===== config.mk =====
export PLATFORM = sky130hd
export DESIGN_NAME = sample_ram
export DESIGN_NICKNAME = d
export VERILOG_FILES = /design/src/hw/coproc_pkg.sv /design/src/hw/sample_ram.sv
export SDC_FILE = /design/constraint.sdc
export NUM_CORES = 2
export LEC_CHECK = 0
export BUFFER_PORTS_ARGS = -buffer_cell sky130_fd_sc_hd__clkbuf_2
export CORE_MARGIN = 3
export CORE_UTILIZATION = 35
export DETAILED_ROUTE_END_ITERATION = 7
export GPL_TIMING_DRIVEN = 1
export PLACE_DENSITY = 0.59
export SLEW_MARGIN = 20
export SYNTH_ARGS = -nofsm -noshare
export SYNTH_HDL_FRONTEND = slang
export SYNTH_SLANG_ARGS = --single-unit

===== constraint.sdc =====
create_clock -name ACLK -period 3.2 [get_ports ACLK]
set_input_delay 0.96 -clock ACLK [delete_from_list [all_inputs] [get_ports ACLK]]
set_output_delay 0.96 -clock ACLK [all_outputs]
set_load 0.01 [all_outputs]

===== src/hw/coproc_pkg.sv =====
// Coprocessor package with frame sizes, address widths and shared bus types
package coproc_pkg;

	// Element and stream word widths
	localparam int data_width = 8;
	localparam int axis_width = 32;

	// Matrix shapes
	localparam int a_rows   = 64;
	localparam int a_cols   = 7;
	localparam int b_words  = 16;
	localparam int c_words  = 3;
	localparam int n_hidden = 2;

	// Frame word counts
	localparam int a_words   = a_rows * a_cols;
	localparam int in_words  = a_words + b_words + c_words;
	localparam int out_words = a_rows;

	// Address widths per memory
	localparam int a_addr_bits   = 9;
	localparam int b_addr_bits   = 4;
	localparam int c_addr_bits   = 2;
	localparam int res_addr_bits = 6;

	// Bias plus 7 full 8x8 products needs 19 bits
	localparam int acc_width  = 19;
	localparam int frac_shift = 8;

	typedef logic [data_width-1:0] elem_t;

	// One write request, each memory takes the low address bits it needs
	typedef struct packed {
		logic                   wr_en;
		logic [a_addr_bits-1:0] addr;
		elem_t                  data;
	} ram_wr_t;

	// One read request, data follows a cycle later
	typedef struct packed {
		logic                   rd_en;
		logic [a_addr_bits-1:0] addr;
	} ram_rd_t;

	typedef struct packed {
		logic                  tvalid;
		logic [axis_width-1:0] tdata;
	} axis_in_t;

	typedef struct packed {
		logic                  tvalid;
		logic [axis_width-1:0] tdata;
		logic                  tlast;
	} axis_out_t;

endpackage


===== src/hw/sample_ram.sv =====
// Element RAM with one write port and two registered read ports
`timescale 1ns/1ps

module sample_ram #(
	parameter int depth_bits = 9
) (
	input  logic                ACLK,
	input  coproc_pkg::ram_wr_t wr,
	input  coproc_pkg::ram_rd_t rd0,
	input  coproc_pkg::ram_rd_t rd1,
	output coproc_pkg::elem_t   rd_data0,
	output coproc_pkg::elem_t   rd_data1
);
	import coproc_pkg::*;

	// Storage array, contents are don't-care after reset
	elem_t mem [2**depth_bits];

	// Write lands at the edge, visible to a read one cycle later
	always_ff @(posedge ACLK) begin
		if (wr.wr_en) begin
			mem[wr.addr[depth_bits-1:0]] <= wr.data;
		end
	end

	// Read ports hold their last word while the enable is low
	always_ff @(posedge ACLK) begin
		if (rd0.rd_en) begin
			rd_data0 <= mem[rd0.addr[depth_bits-1:0]];
		end
		if (rd1.rd_en) begin
			rd_data1 <= mem[rd1.addr[depth_bits-1:0]];
		end
	end

	// Writer must stay inside this instance's depth
	a_wr_in_range: assert property (@(posedge ACLK)
		wr.wr_en |-> (wr.addr >> depth_bits) == '0);

endmodule


After elaboration in Yosys (flattened, before gate mapping)
Memories as Yosys holds them, arrays and structs flattened. A register that Yosys moved wholly into a read port is not among the register bits.
Index checks and enable logic that the tools add are counted.
{"block": "word_totals", "regBits": 0, "latch_bits": 0, "ramBits": 4096, "rom_bits": 0, "input_bits": 39, "out_inout_bits": 16, "wordCells": 3, "mem_count": 1}
{"memory": "mem", "depth": 512, "word_bits": 8, "read_ports": 2, "rd_ports_with_merged_regs": 2, "write_ports": 1, "line_no": "sample_ram.sv:17", "source": "elem_t mem [2**depth_bits];"}
{"block": "op_classes", "n_addsub": 0, "multipliers": 0, "div_mod_pow": 0, "magnitude_cmp": 0, "n_eq_ne": 0, "n_shift": 0, "muxes": 2, "bitwise_logic": 0, "n_reduce_logical": 0}
{"cell": "two-way mux 1 bit", "count": 2}

Logic depth before layout (Yosys ltp)
{"block": "depth", "depth_word": 2, "depth_mapped": 13, "ltp_nobuf": 7}

Worst setup path before layout
OpenSTA, ideal clock, no wires.
{"block": "synth_path", "path_kind": "input port to flip-flop", "from": "input port rd0[0] (netlist name)", "to": "register rd_data0[2] (read register of mem), data pin", "setup_ps": 256, "t_arrival_ps": 2929, "required_time_ps": 2944, "path_slack_ps": 15, "path_stages": 10, "n_path_buf": 3, "path_cell_list": "buf_4 > buf_8 > buf_2 > mux4_2 > mux4_2 > nand2_1 > o31ai_1 > o21ai_1 > nor3_1 > and4b_1"}
{"item": "start, declared", "line_no": "sample_ram.sv:9", "source": "input coproc_pkg::ram_rd_t rd0,"}
{"item": "end, declared", "line_no": "sample_ram.sv:11", "source": "output coproc_pkg::elem_t rd_data0,"}

==> results.cfg <==
[run_status]
status = finished, violations left
violations = setup timing

[timing]
rsz0062_at_grt = yes
setup_ws_ns = -0.219
timing.final.crit_period_ns = 3.42
fin_crit_sh_pct = 107
relSlewSlack_pct = 20.1
finalSetupViolations = 11
worstMarginPinSlew_ns = 1.19
hold-worst-slack_ns = 0.331
clock_skew_ns = 0.0719
maxSlewViolCount = 0
hold_violations = 0
fmax_mhz = 292

[floorplan]
start_util_pct = 35.2
die_h_um = 754
core-area_um2 = 557000
die_area_um2 = 569000
row_count = 274
ios = 55
fp.dieW_um = 754

[synth]
ys.warnings.count = 0
synth_edf_count = 4112
yosys.area.top_type = edfxtp_1
yosysUniqueCellTypes = 79
ys.flop_type = edfxtp_1
syn_avg_cell_area_um2 = 17.1
syn-num-nets = 11500
synthTopCellsByArea = edfxtp_1 (63%), mux4_2 (16%), mux2i_1 (7.1%)
yosysTopAreaCellShare_pct = 63.1
syn_inst = 11500
ys_ff_latch = 4112
synth_async_sr_flop_share_pct = 0
synth_area_um2 = 196000
yosysSeqAreaShare_pct = 63.1

[setup_path]
start_kind = input pin
required_ns = 4.02
crit_path_end_kind = flip-flop
cp.arrival_ns = 4.23
crit_path_max_fanout = 14
criticalPathCategory = input pin to flip-flop

[global_route]
grt_pass1_vias = 128000
grt_antenna_before_repair = 51
track_usage_pct = 24.6
grt_pass1_wl_mm = 998
gr-total-overflow = 0
grt_max_degree = 117

[detailed_routing]
dr.first_iter.drc_count = 18700
drt-pass1-iter-count = 8
ant_nets = 0
drcViolationCount = 0
wl_per_cell_um = 33.4
avgViaCountPerCell = 6.02
routed_wl_mm = 723
vias = 130000

[place]
port_buffers = 54
gp_congestion = 1.02
dpl.cell_count = 20700
hpwl_mm = 517

[layout]
final_core_util_pct = 43.2
syn2layout_area_growth_pct = 23.0
fin_nets = 13800
layout-drive-gt1-share_pct = 35.4
instances_no_fill = 21600

[cts]
htree_levels = 5
numCtsBuffers = 429
clock-root-buffer = clkbuf_16
cts_tree = built
hold_buffers = 0
clock_sinks = 4112
clockBufferDepth = 4
cts.clk_slew.worst_paths_ns = 0.07
clkLatencyLatePin_ns = 1.07

[pwr]
p_leak_uw = 0.0823
peakVddDrop_v = 0.000453
p_per_area_nw_per_um2 = 510

[min_path]
hold_path_class = input pin to flip-flop

[job]
maxCapViolCount = 0
==> report_power, final <==
group | switching, uW | leakage [uW] | internal [uW]
clock | 22100 | 0.00690 | 28800
combinational | 7390 | 0.0385 | 5100
sequential | 114 | 0.0370 | 59300
==> registers in the layout (all words and copies together), names as in the netlist <==
signal    flops
mem        4096
rd_data0      8
rd_data1      8
==> metrics by stage <==
step           setup slack [ns]  setup TNS, ns  cell area [um2]  total power (uW)
2_1_floorplan            0.0145              0           196000             66100
3_3_place_gp              -1.77         -20.14           225000             72500
3_5_place_dp              -1.76         -20.10           225000             72500
4_1_cts                0.000628              0           240000            123000
5_1_grt                  -0.191         -0.266           241000            126000
6_report                 -0.219         -0.799           241000            123000
==> layer usage <==
layer	routed length (um)	track usage (%)
met1	278000	32.9
met2	329000	38.2
met3	76900	5.75
met4	38900	11.0
met5	254	0.108
==> synthesized netlist by cell type (16+ instances only) <==
cell,instances
edfxtp_1,4112
mux2i_1,1393
mux4_2,1379
nor2_1,679
o221ai_1,511
clkbuf_1,426
o22ai_1,380
nor3_1,379
nand2_1,285
a21oi_1,284
buf_6,160
o21ai_0,155
buf_2,152
a211oi_1,115
nor4_1,92
buf_4,90
nand4_1,82
buf_1,79
nand3_1,76
and2_1,52
a22oi_1,36
nand2b_1,32
a2111oi_0,29
o31ai_1,29
a31oi_1,28
a22o_1,26
o21a_1,26
buf_12,24
buf_8,23
nor2b_1,20
o21ai_1,20
and3_1,19
a211o_1,16
nor3b_1,16
==> cell families (layout without fill, tap and decap cells) <==
logic type / Yosys count / count (layout) / synth area share, %
other: 0 / 50 / 0
DFF: 4112 / 4112 / 63.1
and+or+nand+nor: 1823 / 1823 / 4.40
AOI/OAI and AO/OA: 1775 / 1775 / 6.42
muxes: 2780 / 2780 / 23.1
buffers and inverters: 961 / 3635 / 3.06
==> cell usage in the layout (no fill, tap or decap), types with 269 or more instances in the layout <==
cell type     n
buf_4      2367
buf_12      351
nor3_1      367
o22ai_1     373
o221ai_1    492
nor2_1      675
edfxtp_1   4112
a21oi_1     276
nand2_1     269
mux2i_1    1393
clkbuf_16   442
mux4_2     1379
==> worst max-delay path, cell delays in order <==
cell and delay, ns:
buf_16 0.16, buf_16 0.21, buf_16 0.20, buf_16 0.16
mux4_2 0.52, nor3_1 0.21, buf_4 0.15, nor4_1 0.04
nand4_1 0.34, nand4_1 0.67, and4bb_1 0.52
==> layout make-up <==
| cell class | instances | area [um2] |
|---|---|---|
| fillers | 49000 | 316000 |
| repair buffers | 2832 | 26600 |
| diodes | 50 | 125 |
| flip-flops and latches | 4112 | 123000 |
| clock buffers | 495 | 11000 |
| multi-input cells | 6378 | 67200 |
| clock inverters | 301 | 3120 |
| inverters | 7 | 51.3 |
| well taps | 7452 | 9320 |
==> worst paths after layout <==
check             slack, ns                  start  depth (start not counted)               endpoint
setup / recovery      -0.22                 rd1[0]                         11  rd_data1[3]$_DFFE_PP_
hold / removal         0.33                  wr[1]                          1  mem[223][1]$_DFFE_PP_
setup reg to reg      -0.06  mem[235][3]$_DFFE_PP_                          9  rd_data1[3]$_DFFE_PP_
hold reg to reg        1.12  mem[306][0]$_DFFE_PP_                          4  rd_data0[0]$_DFFE_PP_
==> repair_timing <==
item	in CTS	in global routing
buffers inserted	30	28
gates cloned	7	11
endpoints found under the setup margin	11	12
resized for setup	87	81
pin swaps	14	24
(Power assumes the default switching activity.)
