==> config.mk <==
export PLATFORM = sky130hd
export DESIGN_NAME = mlp_engine
export DESIGN_NICKNAME = d
export VERILOG_FILES = /design/src/hw/coproc_pkg.sv /design/src/hw/mlp_engine.sv
export SDC_FILE = /design/constraint.sdc
export NUM_CORES = 1
export LEC_CHECK = 0
export ABC_AREA = 1
export BUFFER_PORTS_ARGS = -buffer_cell sky130_fd_sc_hd__buf_2
export CORE_MARGIN = 8
export CORE_UTILIZATION = 55
export DETAILED_ROUTE_END_ITERATION = 7
export PLACE_DENSITY = 0.83
export SYNTH_ARGS = -nofsm -noshare
export SYNTH_HDL_FRONTEND = slang
export SYNTH_SLANG_ARGS = --single-unit
==> constraint.sdc <==
create_clock -name ACLK -period 10.84 [get_ports ACLK]
set_clock_uncertainty 0.15 [all_clocks]
set_input_delay 1.084 -clock ACLK [delete_from_list [all_inputs] [get_ports ACLK]]
set_output_delay 1.084 -clock ACLK [all_outputs]
set_load 0.005 [all_outputs]
==> src/hw/coproc_pkg.sv <==
// Coprocessor package with frame sizes, address widths and shared bus types
package coproc_pkg;

	// Element and stream word widths
	localparam int data_width = 8;
	localparam int axis_width = 32;

	// Matrix shapes
	localparam int a_rows   = 64;
	localparam int a_cols   = 7;
	localparam int b_words  = 16;
	localparam int c_words  = 3;
	localparam int n_hidden = 2;

	// Frame word counts
	localparam int a_words   = a_rows * a_cols;
	localparam int in_words  = a_words + b_words + c_words;
	localparam int out_words = a_rows;

	// Address widths per memory
	localparam int a_addr_bits   = 9;
	localparam int b_addr_bits   = 4;
	localparam int c_addr_bits   = 2;
	localparam int res_addr_bits = 6;

	// Bias plus 7 full 8x8 products needs 19 bits
	localparam int acc_width  = 19;
	localparam int frac_shift = 8;

	typedef logic [data_width-1:0] elem_t;

	// One write request, each memory takes the low address bits it needs
	typedef struct packed {
		logic                   wr_en;
		logic [a_addr_bits-1:0] addr;
		elem_t                  data;
	} ram_wr_t;

	// One read request, data follows a cycle later
	typedef struct packed {
		logic                   rd_en;
		logic [a_addr_bits-1:0] addr;
	} ram_rd_t;

	typedef struct packed {
		logic                  tvalid;
		logic [axis_width-1:0] tdata;
	} axis_in_t;

	typedef struct packed {
		logic                  tvalid;
		logic [axis_width-1:0] tdata;
		logic                  tlast;
	} axis_out_t;

endpackage

==> src/hw/mlp_engine.sv <==
// Two-layer fixed-point network engine, one row every 9 cycles
`timescale 1ns/1ps

module mlp_engine (
	input  logic                ACLK,
	input  logic                ARESETN,
	input  logic                start,
	output coproc_pkg::ram_rd_t a_rd,
	output coproc_pkg::ram_rd_t b_rd0,
	output coproc_pkg::ram_rd_t b_rd1,
	output coproc_pkg::ram_rd_t c_rd,
	input  coproc_pkg::elem_t   a_data,
	input  coproc_pkg::elem_t   b_data0,
	input  coproc_pkg::elem_t   b_data1,
	input  coproc_pkg::elem_t   c_data,
	output coproc_pkg::ram_wr_t res_wr,
	output logic                done
);
	import coproc_pkg::*;

	typedef enum logic [1:0] {
		st_idle,
		st_load_c,
		st_run
	} state_t;

	state_t                   state;
	logic [3:0]               phase;
	logic [res_addr_bits-1:0] row;
	logic [a_addr_bits-1:0]   a_ptr;
	logic [c_addr_bits-1:0]   c_cnt;
	logic                     c_cap;
	logic [c_addr_bits-1:0]   c_cap_idx;
	elem_t                    c_reg [c_words];
	elem_t                    b_col [n_hidden];
	logic [acc_width-1:0]     acc [n_hidden];
	logic [acc_width-1:0]     acc_next [n_hidden];
	elem_t                    hidden [n_hidden];
	logic [acc_width-1:0]     out_sum;
	logic                     last_phase;
	logic                     res_wen;
	logic [res_addr_bits-1:0] res_row;
	elem_t                    res_byte;

	// Shift right then clamp to one byte
	function automatic elem_t sat_shift(input logic [acc_width-1:0] v);
		logic [acc_width-1:0] s;
		s = v >> frac_shift;
		if (s > acc_width'({data_width{1'b1}})) begin
			return {data_width{1'b1}};
		end
		return s[data_width-1:0];
	endfunction

	assign b_col[0]   = b_data0;
	assign b_col[1]   = b_data1;
	assign last_phase = (phase == 4'(a_cols + 1));

	// Phase 0 fetches the bias row, phases 1..7 fetch A[r][k] and B row k+1
	assign a_rd  = '{rd_en: state == st_run && phase != 0 && !last_phase, addr: a_ptr};
	assign b_rd0 = '{rd_en: state == st_run && !last_phase,
		addr: a_addr_bits'({phase[2:0], 1'b0})};
	assign b_rd1 = '{rd_en: state == st_run && !last_phase,
		addr: a_addr_bits'({phase[2:0], 1'b1})};
	assign c_rd  = '{rd_en: state == st_load_c, addr: a_addr_bits'(c_cnt)};

	// Last MAC and the output layer fold into the final phase
	always_comb begin
		out_sum = acc_width'(c_reg[0]);
		for (int j = 0; j < n_hidden; j++) begin
			acc_next[j] = acc[j] + acc_width'(a_data) * acc_width'(b_col[j]);
			hidden[j]   = sat_shift(acc_next[j]);
			out_sum     = out_sum + acc_width'(c_reg[j+1]) * acc_width'(hidden[j]);
		end
	end

	always_ff @(posedge ACLK) begin
		if (!ARESETN) begin
			state   <= st_idle;
			phase   <= '0;
			row     <= '0;
			a_ptr   <= '0;
			c_cnt   <= '0;
			c_cap   <= 1'b0;
			res_wen <= 1'b0;
			done    <= 1'b0;
		end else begin
			c_cap   <= (state == st_load_c);
			res_wen <= (state == st_run) && last_phase;
			// Done follows the 64th result write
			done    <= res_wen && (res_row == res_addr_bits'(a_rows - 1));
			if (a_rd.rd_en) begin
				a_ptr <= a_ptr + 1'b1;
			end
			case (state)
				st_idle: begin
					if (start) begin
						state <= st_load_c;
						c_cnt <= '0;
						a_ptr <= '0;
						row   <= '0;
						phase <= '0;
					end
				end
				st_load_c: begin
					c_cnt <= c_cnt + 1'b1;
					if (c_cnt == c_addr_bits'(c_words - 1)) begin
						state <= st_run;
					end
				end
				st_run: begin
					if (last_phase) begin
						phase <= '0;
						row   <= row + 1'b1;
						if (row == res_addr_bits'(a_rows - 1)) begin
							state <= st_idle;
						end
					end else begin
						phase <= phase + 1'b1;
					end
				end
				default: state <= st_idle;
			endcase
		end
	end

	// Datapath registers
	always_ff @(posedge ACLK) begin
		c_cap_idx <= c_cnt;
		if (c_cap) begin
			c_reg[c_cap_idx] <= c_data;
		end
		if (state == st_run) begin
			for (int j = 0; j < n_hidden; j++) begin
				// Bias lands in phase 1, MACs follow
				acc[j] <= (phase == 4'd1) ? acc_width'(b_col[j]) : acc_next[j];
			end
		end
		if (last_phase) begin
			res_row  <= row;
			res_byte <= sat_shift(out_sum);
		end
	end

	assign res_wr = '{wr_en: res_wen, addr: a_addr_bits'(res_row), data: res_byte};

	a_start_idle: assert property (@(posedge ACLK) disable iff (!ARESETN)
		start |-> state == st_idle);

endmodule

# --- Word-level counts from Yosys, hierarchy flattened ---
# Memories as Yosys holds them, arrays and structs flattened.
# Index checks and enable logic that the tools add are counted.
totals:
  regBits: 42
  latchBits: 0
  ramBits: 62
  rom_bits: 0
  in_bits: 35
  out_inout_bits: 59
  wordCells: 85
  mem_count: 2
op_classes:
  addsub: 8
  multipliers: 4
  div: 0
  magnitude_cmp: 3
  eq_ne: 11
  shifts: 0
  n_mux: 32
  bitwise: 0
  n_reduce_logical: 14
memory_table:
  columns: ["name", "words", "word_bits", "read_ports", "rd_ports_with_merged_regs", "wr", "line", "rtl"]
  rows:
  - ["acc", 2, 19, 2, 0, 2, "mlp_engine.sv:36", "logic [acc_width-1:0] acc [n_hidden];"]
  - ["c_reg", 3, 8, 3, 0, 1, "mlp_engine.sv:34", "elem_t c_reg [c_words];"]
ops:
  columns: ["op", "n"]
  rows:
  - ["$mul 8x8->16", 4]
  - ["$mux 8", 6]
  - ["$add 19x16->19", 2]
  - ["$mux 19", 2]
  - ["$mux 9", 3]
  - ["$gt 11x8->1 const B", 2]
  - ["$add 17x16->18", 1]
  - ["$add 8x16->17", 1]
  - ["$eq 6x6->1 const B", 2]
  - ["$mux 6", 2]
  - ["$pmux 6 s2", 1]
  - ["$gt 10x8->1 const B", 1]
  - ["$mux 2", 5]
  - ["$add 9x1->9 const B", 1]
  - ["$mux 1", 8]
  - ["$mux 4", 2]
  - ["$pmux 4 s2", 1]
  - ["$add 6x1->6 const B", 1]
  - ["$pmux 2 s3", 1]
  - ["$logic_and 1x1->1", 5]
  - ["$add 4x1->4 const B", 1]
  - ["$eq 2x2->1 const B", 2]
  - ["$eq 4x1->1 const B", 1]
  - ["$eq 4x4->1 const B", 1]
  - ["other kinds (12)", 16]

# --- Longest topological paths before layout ---
logic_depth:
  depth_word: 12
  depth_mapped: 48
  ltp_nobuf: 46

# --- Worst setup path after synthesis ---
# OpenSTA, ideal clock, no wires.
synth_path:
  kind: "in2reg"
  from: "input a_data[6]"
  to: "register res_byte[0], data pin"
  t_arrival_ps: 10326
  required_ps: 10428
  setup_slack_ps: 102
  path_stages: 42
  path_cell_list: "clkbuf_1 clkbuf_1 nand2_1 fa_1 inv_1 fa_1 inv_1 fa_1 fa_1 inv_1 ha_1 a21oi_1 nand2_1 nand2_1 nand2_1 a21oi_2 o21ai_1 xnor2_1 [6 not listed] inv_1 fa_1 fa_1 fa_1 inv_1 fa_1 inv_1 ha_1 nand2_1 inv_1 a21boi_0 nor2_1 a2111oi_0 nand2_1 nand2_1 nand2_1 inv_2 nand3_1"
synth_between:
  elab_chain_cells: 12
  word_cells_on_any_way: 18
  classes_between: "add/sub: 4; mul: 4; order compare: 3; mux: 7"
synth_lines:
  columns: ["item", "line", "rtl"]
  rows:
  - ["start: declaration", "mlp_engine.sv:12", "input coproc_pkg::elem_t a_data,"]
  - ["$mul 8x8->16", "mlp_engine.sv:71", "acc_next[j] = acc[j] + acc_width'(a_data) * acc_width'(b_col[j]);"]
  - ["$add 19x16->19", "mlp_engine.sv:71", null]
  - ["$gt 11x8->1", "mlp_engine.sv:49", "if (s > acc_width'({data_width{1'b1}})) begin"]
  - ["$mux 1", "mlp_engine.sv:49", null]
  - ["$mux 8", "mlp_engine.sv:52", "return s[data_width-1:0];"]
  - ["$mul 8x8->16", "mlp_engine.sv:73", "out_sum = out_sum + acc_width'(c_reg[j+1]) * acc_width'(hidden[j]);"]
  - ["$add 8x16->17", "mlp_engine.sv:73", null]
  - ["$add 17x16->18 (*)", "mlp_engine.sv:73", null]
  - ["$gt 10x8->1", "mlp_engine.sv:49", null]
  - ["$mux 1", "mlp_engine.sv:49", null]
  - ["$mux 1", "mlp_engine.sv:139", "if (last_phase) begin"]
  - ["$mux 8 (*)", "mlp_engine.sv:52", null]
  - ["end signal: assignment", "mlp_engine.sv:141", "res_byte <= sat_shift(out_sum);"]
  - ["end: declaration", "mlp_engine.sv:43", "elem_t res_byte;"]
# Every way passes the cells marked *; elsewhere a longest branch is shown, timed or not. The select of a mux whose other input is x is not followed.
# A chain may end at the register's enable or synchronous reset.

# --- Final worst setup path ---
layout_path:
  from: "input a_data[5]"
  to: "register res_byte[3], data pin"
# Same word-level chain as after synthesis.

==> metrics.csv <==
metric;value;unit
status;finished, final reports clean;
max FFs per register;38;
Fmax;96.77;MHz
vias per cell;5.128;
CP required;10.79;ns
Yosys warnings;0;
cells after synthesis;1761;
CTS Hold Bufs;0;
TritonCTS Buffers;9;
Max Cap Viol;0;
# diodes;0;
DIE AREA;31760;µm²
DR vias;11128;
period utilization;0.9533;
Post-synth EDFFs;76;
register area share after synthesis;0.1964;
Hold Fails Final Rpt;0;
Max FO, Critical Path;16;
Tmin final;10.33;ns
Fin Hold WS;0.2394;ns
WP buf/inv;12;
end of the worst register-to-register path;res_byte[3]$_SDFFCE_PN1P_;
antenna-violating nets left;0;
final wirelength;32.63;mm
number of global-route vias before repair;12005;
relative slew slack;0.2043;
CP max stage delay;0.55;ns
DRC;0;
Crit. Startpoint;a_data[5];
placed wire-length estimate after detailed placement;27.13;mm
flops & latches, synth;104;
CTS tree;yes;
Startpoint Class;primary input;
Clk Latency, worst-skew pair;0.37;ns
area delta synth->final;7.996;%
height of the die;178.2;µm
# clock sinks;104;
Global Route Usage Sum;0.2196;
Slowest cell on crit path;fa_1;
Reg2Reg Depth;39;
critical path endpoint;res_byte[3]$_SDFFCE_PN1P_;
critical path class;in2reg;
worst r2r src;acc[0][25]$_DFFE_PP_;
Crit path max-delay family;adder cells;
Critical Path End Type;flip-flop;
drt wl/cell;15.03;µm
final net count;2225;
number of cells on the critical path;40;
Core Rows;59;
Worst Hold Class;reg2reg;
share of cells above drive strength 1;0.09319;
synthesized cell area;14470;µm²
Slew @ Worst Pin;1.189;ns
crit path DAT;10.29;ns
fraction of registers with async set/reset;0;
H-tree depth;3;
reg-to-reg slack, setup;1.17;ns
Worst-path clk slew;0.08;ns
first-pass GRT wire length;56.15;mm
largest net degree at the start of global routing;42;
ys flop type;edfxtp_1;
Syn Area/Cell;8.219;µm²
post-synthesis cell type count;45;
clock root cell;clkbuf_16;
CTS Buffer Depth;2;
GPL Wtd Cong;0.9998;
Die Span X;178.2;µm
final setup vio count;0;
fin. max-slew vios;0;
initial core utilization;0.5570;
Ports;94;
port bufs;71;
remaining global-route overflow;0;
first drt pass iteration count;6;
initial antenna violation count;0;
TNS Setup;0;ns
initial DRC count;717;
Core Box Area;25980;µm²
==> worst min path at each step <==
stage / from / endpoint / slack [ns] / depth (start not counted)
floorplan: c_cnt[0]$_SDFFE_PN0P_ / c_cap_idx[0]$_DFF_P_ / 0.23 / 0
global placement: c_cnt[0]$_SDFFE_PN0P_ / c_cap_idx[0]$_DFF_P_ / 0.23 / 0
detailed placement: c_cnt[0]$_SDFFE_PN0P_ / c_cap_idx[0]$_DFF_P_ / 0.23 / 0
CTS: c_cnt[0]$_SDFFE_PN0P_ / c_cap_idx[0]$_DFF_P_ / 0.24 / 0
global route: c_cnt[0]$_SDFFE_PN0P_ / c_cap_idx[0]$_DFF_P_ / 0.25 / 0
finish: c_cnt[0]$_SDFFE_PN0P_ / c_cap_idx[0]$_DFF_P_ / 0.24 / 0
==> what timing repair did <==
action	4_1_cts	5_1_grt
setup endpoints to repair	0	8
buffers inserted	0	2
gates resized for setup	0	23
==> synthesized netlist by cell type, types with 2 or more instances <==
master    instances  area share
o21ai_1           3      0.0010
nor2_1          158       0.041
a31oi_1           9      0.0039
o21ai_0          28      0.0097
nand2_2           6      0.0026
nand3b_1          4      0.0021
a31o_2            4      0.0024
a21oi_1          45       0.016
nand2_1         347       0.090
a21o_1            2      0.0010
inv_1           504        0.13
clkbuf_1         36      0.0093
edfxtp_1         76        0.16
conb_1            2     0.00052
inv_2             8      0.0021
nor2_4            7      0.0054
xor2_1           20       0.012
o21bai_1          3      0.0016
fa_1            204        0.28
and3_1            3      0.0013
xnor2_1          10      0.0061
nand4_1           4      0.0017
a21oi_2           2      0.0012
nor2_2            2     0.00086
nor3_1            9      0.0031
ha_1            156        0.13
o31ai_1           3      0.0016
buf_4            30       0.016
nand3_1          33       0.011
dfxtp_1          28       0.039
==> cells by family (layout without fill, tap and decap cells) <==
family,Yosys count,after routing,synth area share
buffers and inverters,579,633,0.1579
adders and majority gates,360,360,0.4170
DFF,104,104,0.1964
and+or+nand+nor,578,578,0.1632
xor gates and xnor gates,31,31,0.01928
AOI/OAI and AO/OA,107,107,0.04564
other,2,22,0.0005189
==> worst reg2reg max path, delay by kind of cell, from the launching register on <==
kind / cells / cell delay, ns
compound gates: 8 / 1.42
fa+ha+maj: 12 / 5.80
flops: 1 / 0.34
xor+xnor: 1 / 0.17
buf+inv: 10 / 0.63
simple gates: 8 / 0.88
==> layer usage <==
layer | share of wire | vias up | GRT usage
met2 | 0.50 | 434 | 0.3785
li1 | - | 5274 | -
met3 | 0.069 | 89 | 0.03937
met5 | 0 | - | 0
met4 | 0.036 | 0 | 0.08198
met1 | 0.40 | 5331 | 0.2714
==> final cells by class <==
class | count | area, µm²
clock buffers | 9 | 225.2
clock inverters | 7 | 91.34
fillers | 2203 | 10350
inverters | 513 | 1926
multi-input cells | 1098 | 9522
flip-flops and latches | 104 | 2843
well taps | 335 | 419.2
repair buffers | 104 | 605.6
==> layout by cell type (no fill, tap or decap), types with 3 or more instances in the layout <==
master / synthesis / layout
a31oi_1: 9 / 9
o21ai_0: 28 / 27
nor2_1: 158 / 151
edfxtp_1: 76 / 76
xnor2_1: 10 / 9
nand4_1: 4 / 4
o21ai_1: 3 / 4
buf_4: 30 / 33
a21oi_1: 45 / 45
inv_1: 504 / 504
dfxtp_1: 28 / 28
fa_1: 204 / 204
xor2_1: 20 / 19
nor3_1: 9 / 9
clkbuf_16: 0 / 9
buf_2: 0 / 70
nor2_2: 2 / 3
a31o_2: 4 / 4
and3_1: 3 / 3
nand3_1: 33 / 32
inv_2: 8 / 8
nand2_1: 347 / 347
conb_1: 2 / 22
ha_1: 156 / 156
o31ai_1: 3 / 3
nand2_2: 6 / 6
nand3b_1: 4 / 4
nor2_4: 7 / 13
==> per-stage QoR <==
| step | cell area (µm²) | setup slack (ns) | util | std cells |
|---|---|---|---|---|
| global placement | 15210 | 0.08255 | 0.5852 | 2152 |
| floorplan | 14550 | 0.1019 | - | 1781 |
| finish | 15630 | 0.5064 | 0.6016 | 2170 |
| CTS | 15520 | 0.1612 | 0.5974 | 2168 |
| global route | 15630 | -0.01542 | 0.6016 | 2170 |
| detailed placement | 15210 | -0.1577 | 0.5852 | 2152 |
Power is left out: the tool's default activity adds up to more than one toggle a clock period on the data nets, which glitch-free logic cannot reach.
