$ cat src/hw/coproc_pkg.sv
// Coprocessor package with frame sizes, address widths and shared bus types
package coproc_pkg;

	// Element and stream word widths
	localparam int data_width = 8;
	localparam int axis_width = 32;

	// Matrix shapes
	localparam int a_rows   = 64;
	localparam int a_cols   = 7;
	localparam int b_words  = 16;
	localparam int c_words  = 3;
	localparam int n_hidden = 2;

	// Frame word counts
	localparam int a_words   = a_rows * a_cols;
	localparam int in_words  = a_words + b_words + c_words;
	localparam int out_words = a_rows;

	// Address widths per memory
	localparam int a_addr_bits   = 9;
	localparam int b_addr_bits   = 4;
	localparam int c_addr_bits   = 2;
	localparam int res_addr_bits = 6;

	// Bias plus 7 full 8x8 products needs 19 bits
	localparam int acc_width  = 19;
	localparam int frac_shift = 8;

	typedef logic [data_width-1:0] elem_t;

	// One write request, each memory takes the low address bits it needs
	typedef struct packed {
		logic                   wr_en;
		logic [a_addr_bits-1:0] addr;
		elem_t                  data;
	} ram_wr_t;

	// One read request, data follows a cycle later
	typedef struct packed {
		logic                   rd_en;
		logic [a_addr_bits-1:0] addr;
	} ram_rd_t;

	typedef struct packed {
		logic                  tvalid;
		logic [axis_width-1:0] tdata;
	} axis_in_t;

	typedef struct packed {
		logic                  tvalid;
		logic [axis_width-1:0] tdata;
		logic                  tlast;
	} axis_out_t;

endpackage

$ cat src/hw/result_streamer.sv
// Result streamer that drains the result memory onto the output stream
`timescale 1ns/1ps

module result_streamer (
	input  logic                  ACLK,
	input  logic                  ARESETN,
	input  logic                  done,
	output coproc_pkg::ram_rd_t   res_rd,
	input  coproc_pkg::elem_t     res_data,
	output coproc_pkg::axis_out_t m_axis,
	input  logic                  m_axis_tready,
	output logic                  frame_sent
);
	import coproc_pkg::*;

	logic                     rd_active;
	logic [res_addr_bits-1:0] rd_cnt;
	logic                     rd_vld;
	logic                     rd_last;
	logic                     out_vld;
	logic                     out_last;
	elem_t                    out_data;
	logic                     out_free;
	logic                     move;
	logic                     issue;

	// Output slot frees on transfer
	assign out_free = !out_vld || m_axis_tready;
	// Read stage shifts into the output register
	assign move     = rd_vld && out_free;
	// Only read when the read stage will be empty
	assign issue    = rd_active && (!rd_vld || move);

	always_ff @(posedge ACLK) begin
		if (!ARESETN) begin
			rd_active <= 1'b0;
			rd_cnt    <= '0;
			rd_vld    <= 1'b0;
			rd_last   <= 1'b0;
			out_vld   <= 1'b0;
			out_last  <= 1'b0;
		end else begin
			if (done) begin
				rd_active <= 1'b1;
				rd_cnt    <= '0;
			end else if (issue) begin
				rd_cnt <= rd_cnt + 1'b1;
				if (rd_cnt == res_addr_bits'(out_words - 1)) begin
					rd_active <= 1'b0;
				end
			end
			// RAM output holds while stalled since no read is issued
			if (issue) begin
				rd_vld  <= 1'b1;
				rd_last <= (rd_cnt == res_addr_bits'(out_words - 1));
			end else if (move) begin
				rd_vld <= 1'b0;
			end
			if (move) begin
				out_vld  <= 1'b1;
				out_last <= rd_last;
			end else if (m_axis_tready) begin
				out_vld  <= 1'b0;
				out_last <= 1'b0;
			end
		end
	end

	always_ff @(posedge ACLK) begin
		if (move) begin
			out_data <= res_data;
		end
	end

	assign res_rd     = '{rd_en: issue, addr: a_addr_bits'(rd_cnt)};
	assign m_axis     = '{tvalid: out_vld,
		tdata: {{(axis_width - data_width){1'b0}}, out_data}, tlast: out_last};
	// Pulses on the tlast transfer
	assign frame_sent = out_vld && m_axis_tready && out_last;

	a_hold_stall: assert property (@(posedge ACLK) disable iff (!ARESETN)
		m_axis.tvalid && !m_axis_tready |=>
		m_axis.tvalid && $stable(m_axis.tdata) && $stable(m_axis.tlast));

endmodule

$ cat config.mk
export PLATFORM = sky130hd
export DESIGN_NAME = result_streamer
export DESIGN_NICKNAME = d
export VERILOG_FILES = /design/src/hw/coproc_pkg.sv /design/src/hw/result_streamer.sv
export SDC_FILE = /design/constraint.sdc
export NUM_CORES = 1
export LEC_CHECK = 0
export BUFFER_PORTS_ARGS = -buffer_cell sky130_fd_sc_hd__buf_2
export CAP_MARGIN = 5
export CORE_MARGIN = 4
export CORE_UTILIZATION = 42
export CTS_BUF_LIST = sky130_fd_sc_hd__clkbuf_8 sky130_fd_sc_hd__clkbuf_16
export DETAILED_ROUTE_END_ITERATION = 12
export PLACE_DENSITY = 0.77
export REMOVE_ABC_BUFFERS = 1
export SETUP_SLACK_MARGIN = 0.15
export SKIP_CTS_REPAIR_TIMING = 1
export SLEW_MARGIN = 30
export SYNTH_ARGS = -nofsm -noshare
export SYNTH_HDL_FRONTEND = slang
export SYNTH_SLANG_ARGS = --single-unit
export TNS_END_PERCENT = 1
$ cat constraint.sdc
create_clock -name ACLK -period 1.7 [get_ports ACLK]
set_clock_uncertainty 0.1 [all_clocks]
set_input_delay 0.255 -clock ACLK [delete_from_list [all_inputs] [get_ports ACLK]]
set_output_delay 0.255 -clock ACLK [all_outputs]
set_load 0.05 [all_outputs]
=== Yosys cells after proc, flatten, opt, wreduce, memory -nomap -nowiden ===
Cells that the tools add are included.

* Bits in registers: 19
* Input port bits: 12
* Output and inout bits: 45
* Word-level logic and storage cells: 32

* Add/sub/neg operators: 1
* Equality and inequality tests: 1
* Multiplexer cells: 8
* Bitwise gates (word level): 1
* Reductions and logical operators: 14

{| class="wikitable"
|+ Operators with widths
! kind !! count
|-
| 2-to-1 mux 1 bit || 8
|-
| nonzero test 2 bit || 4
|-
| adder 6 x 1 -> 6 bit (second input constant) || 1
|-
| equality test 6 bit (second input constant) || 1
|-
| logical AND 1 bit || 4
|-
| zero test 1 bit || 2
|-
| logical OR 1 bit || 2
|-
| AND reduction 2 bit || 1
|-
| OR reduction 2 bit || 1
|-
| NOT 1 bit || 1
|}

=== Depth between registers and ports, before layout ===
Gate-level depths: netlist (run 1).

* Depth in word-level cells: 7
* Mapped depth: 4
* Gate-level depth less buffers: 4

=== Least setup slack after synthesis (run 1) ===
OpenSTA, ideal clock, no wires.

* Path type: register to register
* Start: register rd_cnt[0]
* End: register rd_cnt[4]
* Setup time: 0.070 ns
* Arrival time: 1.514 ns
* Required time: 1.530 ns
* Path slack: 0.016 ns
* Cell stages (with the launch flop): 5
* Path buffers: 0
* Period minus slack after synthesis: 1.684 ns
* Cell sequence: dfxtp_1 -> ha_1 -> nand4_1 -> or3_1 -> a21oi_1

* Longest elaborated chain between the ends: 1

{| class="wikitable"
|+ Ends and longest elaborated chain
! what !! RTL line !! source
|-
| start: declaration || result_streamer.sv:17 || <nowiki>logic [res_addr_bits-1:0] rd_cnt;</nowiki>
|-
| start signal: assignment || result_streamer.sv:47 || <nowiki>rd_cnt <= rd_cnt + 1'b1;</nowiki>
|-
| adder 6 x 1 -> 6 bit || result_streamer.sv:47 ||
|}

No other way between the ends.
A chain may end at the register's enable or synchronous reset.

=== Worst setup path in the final report (run 1) ===
* Start: register out_vld
* End: register rd_cnt[5]

* Longest elaborated chain between the ends: 5

{| class="wikitable"
|+ Ends and longest elaborated chain
! what !! RTL line !! source
|-
| start: declaration || result_streamer.sv:20 || <nowiki>logic out_vld;</nowiki>
|-
| start signal: assignment || result_streamer.sv:40 || <nowiki>out_vld <= 1'b0;</nowiki>
|-
| start signal: assignment || result_streamer.sv:60 || <nowiki>out_vld <= 1'b1;</nowiki>
|-
| start signal: assignment || result_streamer.sv:63 || <nowiki>out_vld <= 1'b0;</nowiki>
|-
| zero test 1 bit || result_streamer.sv:28 || <nowiki>assign out_free = !out_vld || m_axis_tready;</nowiki>
|-
| logical OR 1 bit || result_streamer.sv:28 ||
|-
| logical AND 1 bit || result_streamer.sv:30 || <nowiki>assign move = rd_vld && out_free;</nowiki>
|-
| logical OR 1 bit || result_streamer.sv:32 || <nowiki>assign issue = rd_active && (!rd_vld || move);</nowiki>
|-
| logical AND 1 bit || result_streamer.sv:32 ||
|}

No other way between the ends.

==> results of run 1 <==
cell type report:
class | count | share of cell area
tap | 28 | 0.0314
timing repair buffer | 33 | 0.169
sequential | 19 | 0.417
clock buffer | 3 | 0.0370
clock inverter | 1 | 0.00448
multi-input combinational | 69 | 0.325
inverter | 5 | 0.0168
layer usage:
layer	share of wire	wire length [microns]	vias to the layer above
met5	0	0	-
met2	0.45	774	49
met1	0.40	689	305
li1	-	-	347
met3	0.13	228	4
met4	0.017	29	0
path summary, 6_finish.rpt:
| check | from | endpoint | slack (ps) |
|---|---|---|---|
| max | out_vld | rd_cnt[5] | 150 |
| min | res_data[4] | out_data[4] | 70 |
| max reg2reg | out_vld | rd_cnt[5] | 150 |
| min reg2reg | rd_last | out_last | 380 |
Yosys cell counts (all sizes together):
cell,n
nand3b,1
nand2b,2
nor3,1
or3,2
nand4,2
ha,1
edfxtp,8
o211ai,1
clkbuf,1
nand3,4
inv,5
a21oi,10
and3,1
nor2,1
dfxtp,11
buf,31
o21a,1
o21ai,3
a21boi,1
and3b,1
a31o,1
or4,2
o31ai,3
conb,1
nand2,4
power by group:
part	switching [uW]	total, uW	internal [uW]
sequential	11.4	505	494
combinational	212	247	35.0
clock	139	302	163
worst max-delay path, cell delays in order (launching register included):
cell and delay [ps]:
dfxtp_4 350, and3b_2 270, buf_6 140, or4_4 500
a21oi_2 120
flip-flops by register name, indices dropped and copies added (netlist names):
signal,flops
out_data,8
out_last,1
out_vld,1
rd_active,1
rd_cnt,6
rd_last,1
rd_vld,1
cell usage in the layout (no fill, tap or decap), drive strengths merged:
cell    count
nand3       4
inv         5
o21ai       3
o31ai       3
edfxtp      8
ha          1
nand2       4
clkinv      1
dfxtp      11
a31o        1
or4         2
conb       27
clkbuf      3
or3         2
nor3        1
o21a        1
buf        33
nand3b      1
nand4       2
and3b       1
a21oi      10
nand2b      2
nor2        1
o211ai      1
a21boi      1
and3        1
per-stage QoR:
stage                     worst slack (ps)  utilization  hold slack [ps]  instance area, sq um
after floorplan                       -162            -              254                   831
after global placement                 252        0.460              333                  1020
after detailed placement               205        0.460              335                  1020
after CTS                            -5.00        0.481             65.1                  1060
after global routing                   118        0.505             62.1                  1120
final                                  150        0.505             72.3                  1120
kinds of logic (layout without fill, tap and decap cells):
family,Yosys count,after routing,synth area share
adders and majority gates,1,1,0.0129
buffers and inverters,37,42,0.266
DFF,19,19,0.473
AOI/OAI and AO/OA,20,20,0.122
other,1,27,0.00385
and+or+nand+nor,21,21,0.122
==> results.md, run 1 <==
- Status: finished, final reports clean
- DR WL/cell: 10.9 microns
- Post-Layout Cell Count: 158
- Area growth syn-to-layout: 14.8%
- Register area: between 400 and 500 sq um
- Post-synth top area share: 0.247
- Root Buffer: clkbuf_8
- WHS Path Cells: 1
- Critical path peak fanout: 8
- Multi-input gate area: between 300 and 400 sq um
- Num rows: 17
- Yosys top cell by area: edfxtp_1
- RSZ-0062 raised after global routing: true
- CP Launch Type: flip-flop
- Routed WL: 1.72 mm
- Gp weighted congestion: between 0.7 and 0.8
- Max-cap violations: 0
- Busiest grt layer: met2
- Vias per cell: 4.46
- Synthesized instance count: 99
- Fmax achieved: about 640 MHz
- Syn_area_per_cell: about 9.8 sq um
- Die W: between 50 and 60 microns
- LEAKAGE: 0.000511 uW
- Initial antenna violation count: 0
- Mapped Area: 973 sq um
- Sink Count: 19
- FILL cells: roughly 210
- HPWL after DPL: about 1.4 mm
- Inserted Diodes: 0
- Inserted Clock Buffers: 3
- Clock Latency Late Sink: ~250 ps
- DRC viols: 0
- # H-tree levels: 1
- Peak supply drop: 0.474 mV
- CTS max path bufs: 2
- Post-synthesis sequential area ratio: 0.473
- Power per Cell Area: between 900 and 1000 mW/mm^2
- Total number of vias: just over 700
- Setup CP Type: reg2reg
- Synth area leaders: edfxtp_1 25%, buf_4 23%, dfxtp_1 23%
- R2R cell count: 4
- Top-Level Pins: 57
- Initial Util: 0.440
- CTS clock-pin slew for the worst setup and hold paths: about 70 ps
- Min cycle time layout: approximately 1600 ps
- GR Util met3: 0.0348
- Setup-failing EPs final: 0
- Flops & latches, synth: 19
- Die Height: around 56 microns
- Synth warnings: 0
- Initial DRC count: 12
- Routed Antenna Nets: 0
- GR Util met2: 0.169
- Total negative slack: 0 ps
- Crit end category: flip-flop
- Synth unique cells: 27
- Met1 GRT Util: 0.120
- CP Data Required Time: ~1800 ps
- Die area: around 0.0032 sq mm
- Tcrit/Tclk final: 0.912
- Total congestion overflow: 0
- Nets: between 100 and 150
- Number of global-route vias before repair: 593
- WP data arrival: about 1600 ps
- Global-route wire length before repair: 2.53 mm
- Final Max Tran Viols: 0
- Hold WC Path Type: in2reg
- Total GRT Usage: 0.106
- Placed cells: roughly 150
- Drt pass-1 iters: 4
- Final Hold Vio Count: 0
- Core ar.: roughly 0.0022 sq mm
- Power Total: between 1000 and 1500 uW
- CTS tree: yes
- Largest net degree at the start of global routing: 12
- Port bufs: 29
- Fraction of layout cells with a size suffix above 1: 0.331
Note: power is estimated with default switching activity, not from simulation.
==> run 2, diff against run 1 <==
==> constraint.sdc (replaced) <==
create_clock -name ACLK -period 1.7 [get_ports ACLK]
set_clock_uncertainty 0.1 [all_clocks]
set_input_delay 0.17 -clock ACLK [delete_from_list [all_inputs] [get_ports ACLK]]
set_output_delay 0.17 -clock ACLK [all_outputs]
set_load 0.05 [all_outputs]
==> run 2 against run 1 <==
Sequential power barely moved. Global-route usage increased by 1.2 points. Clock-buffer cell count did not move.
==> results.md, run 2 (same netlist as run 1, synthesis figures left out) <==
- Pint: 702 uW (+1.5%)
- Hold WC Path Type: in2reg
- CP Data Required Time: 1790 ps (about the same)
- Die W: 56.1 microns (unchanged)
- RSZ-0062 raised after global routing: true
- Fraction of layout cells with a size suffix above 1: 0.285 (-0.0461)
- Commonest cells after routing, fill and taps aside: 28 x buf_2, 27 x conb_1, 10 x a21oi_1, 10 x dfxtp_1
- Switching Share: 0.348 (+0.00400)
- Max-cap violations: 0 (unchanged)
- Core ar.: 0.00221 sq mm (unchanged)
- Routed WL: 1.88 mm (+9.5%)
- Max reg flops: 8 (unchanged)
- CTS tree: yes
- Gp weighted congestion: 0.752 (+2.3%)
- Critical path peak fanout: 9 (+1)
- CTS max path bufs: 2 (unchanged)
- HPWL after DPL: 1.39 mm (+2.4%)
- Total GRT Usage: 0.118 (+0.0116)
- Final Max Tran Viols: 0 (unchanged)
- Largest net degree at the start of global routing: 12 (unchanged)
- Commonest non-fill, non-tap cell in the layout: buf_2
- Setup CP Type: reg2reg
- Sink Count: 19 (unchanged)
- Die area: 0.00315 sq mm (unchanged)
- FILL cells: 204 (-1.9%)
- Port bufs: 29 (unchanged)
- Routed Antenna Nets: 0 (unchanged)
- Drt pass-1 iters: 4 (unchanged)
- CTS clock-pin slew for the worst setup and hold paths: 70 ps (about the same)
- WP data arrival: 1580 ps (-60 ps)
- Initial DRC count: 15 (+3)
- DR WL/cell: 11.4 microns (+4.8%)
- Final hold slack: 40.7 ps (-31.5 ps)
- Total congestion overflow: 0 (unchanged)
- Top-Level Pins: 57 (unchanged)
- Biggest register: out_data
- Die Height: 56.1 microns (unchanged)
- Final Hold Vio Count: 0 (unchanged)
- Global-route wire length before repair: 2.81 mm (+11%)
- Power per Cell Area: 920 mW/mm^2 (-2.5%)
- Fmax achieved: 669 MHz (+3.7%)
- Crit end category: flip-flop
- Initial antenna violation count: 0 (unchanged)
- LEAKAGE: 0.000535 uW (+4.8%)
- Sequential fraction of design power: 0.470 (-0.009)
- CP Launch Type: flip-flop
- Clock power frac: 0.290 (+0.003)
- Root Buffer: clkbuf_8
- Worst path slowest cell: or4_1
- Clock Latency Late Sink: 260 ps (about the same)
- DP Area: 0.00102 sq mm (unchanged)
- Psw: 375 uW (+3.3%)
- Max stage delay on crit path: 510 ps (about the same)
- Nets: 151 (+4.9%)
- Post-route design area: 0.00117 sq mm (+4.8%)
- Num rows: 17 (unchanged)
- Tcrit/Tclk final: 0.879 (-0.0329)
- Setup-failing EPs final: 0 (unchanged)
- DRC viols: 0 (unchanged)
- Inserted Clock Buffers: 3 (unchanged)
- Vias per cell: 4.44 (-0.44%)
- Number of global-route vias before repair: 633 (+6.7%)
- # H-tree levels: 1 (unchanged)
- Initial Util: 0.440 (unchanged)
- Total number of vias: 733 (+4.0%)
- Min cycle time layout: 1490 ps (-55.9 ps)
- Power share of the combinational group: 0.240 (+0.006)
- Crit-path cells: and3b_2, or4_1, a21oi_1
- Peak supply drop: 0.474 mV (+0.11%)
- Status: finished, final reports clean
- Area growth syn-to-layout: 20.3%
- Largest registers: out_data (8), rd_cnt (6)
- Inserted Diodes: 0 (unchanged)
-- run 2: cell type report --
| cell class | count | area (sq um) | area share |
|---|---|---|---|
| Clock buffer | 3 | 41.3 | 0.0353 |
| Clock inverter | 1 | 5.00 | 0.00427 |
| Inverter | 5 | 18.8 | 0.0160 |
| Multi-Input combinational cell | 69 | 355 | 0.303 |
| Sequential cell | 19 | 462 | 0.394 |
| Tap cell | 28 | 35.0 | 0.0299 |
| Timing Repair Buffer | 40 | 254 | 0.217 |
-- run 2: routing by layer --
layer,wire length (microns),up-vias,track usage
li1,-,361,-
met1,758,323,0.122
met2,854,45,0.189
met3,244,4,0.0603
met4,26,0,0.0712
met5,0,-,0
-- run 2: power by group through the flow --
stage	Clock (uW)	Combinational (uW)	Sequential (uW)
floorplan	0	159	557
global placement	0	235	515
detailed placement	0	237	516
CTS	318	238	505
global route	346	269	508
finish	312	258	506
-- run 2: through the flow --
step / total power, uW / TNS (ps) / std cells / setup WS [ps] / utilization
4_1_cts: 1060 / 0 / 155 / 75.9 / 0.481
6_report: 1080 / 0 / 165 / 206 / 0.529
5_1_grt: 1120 / 0 / 165 / 137 / 0.529
2_1_floorplan: 716 / -77.4 / 93 / -77.4 / -
3_3_place_gp: 750 / 0 / 151 / 284 / 0.460
3_5_place_dp: 753 / 0 / 151 / 225 / 0.460
-- run 2: worst paths after layout --
path           start         to  slack, ps  cells past startpoint
max          out_vld  rd_cnt[3]        210                      3
min reg2reg  rd_last   out_last        390                      2
max reg2reg  out_vld  rd_cnt[3]        210                      3
min             done  rd_active         40                      3
-- run 2: worst max-delay path, delay by kind of cell (launching register included) --
kind | cells | cell delay [ps]
simple gates | 2 | 800
flops | 1 | 360
compound gates | 1 | 160
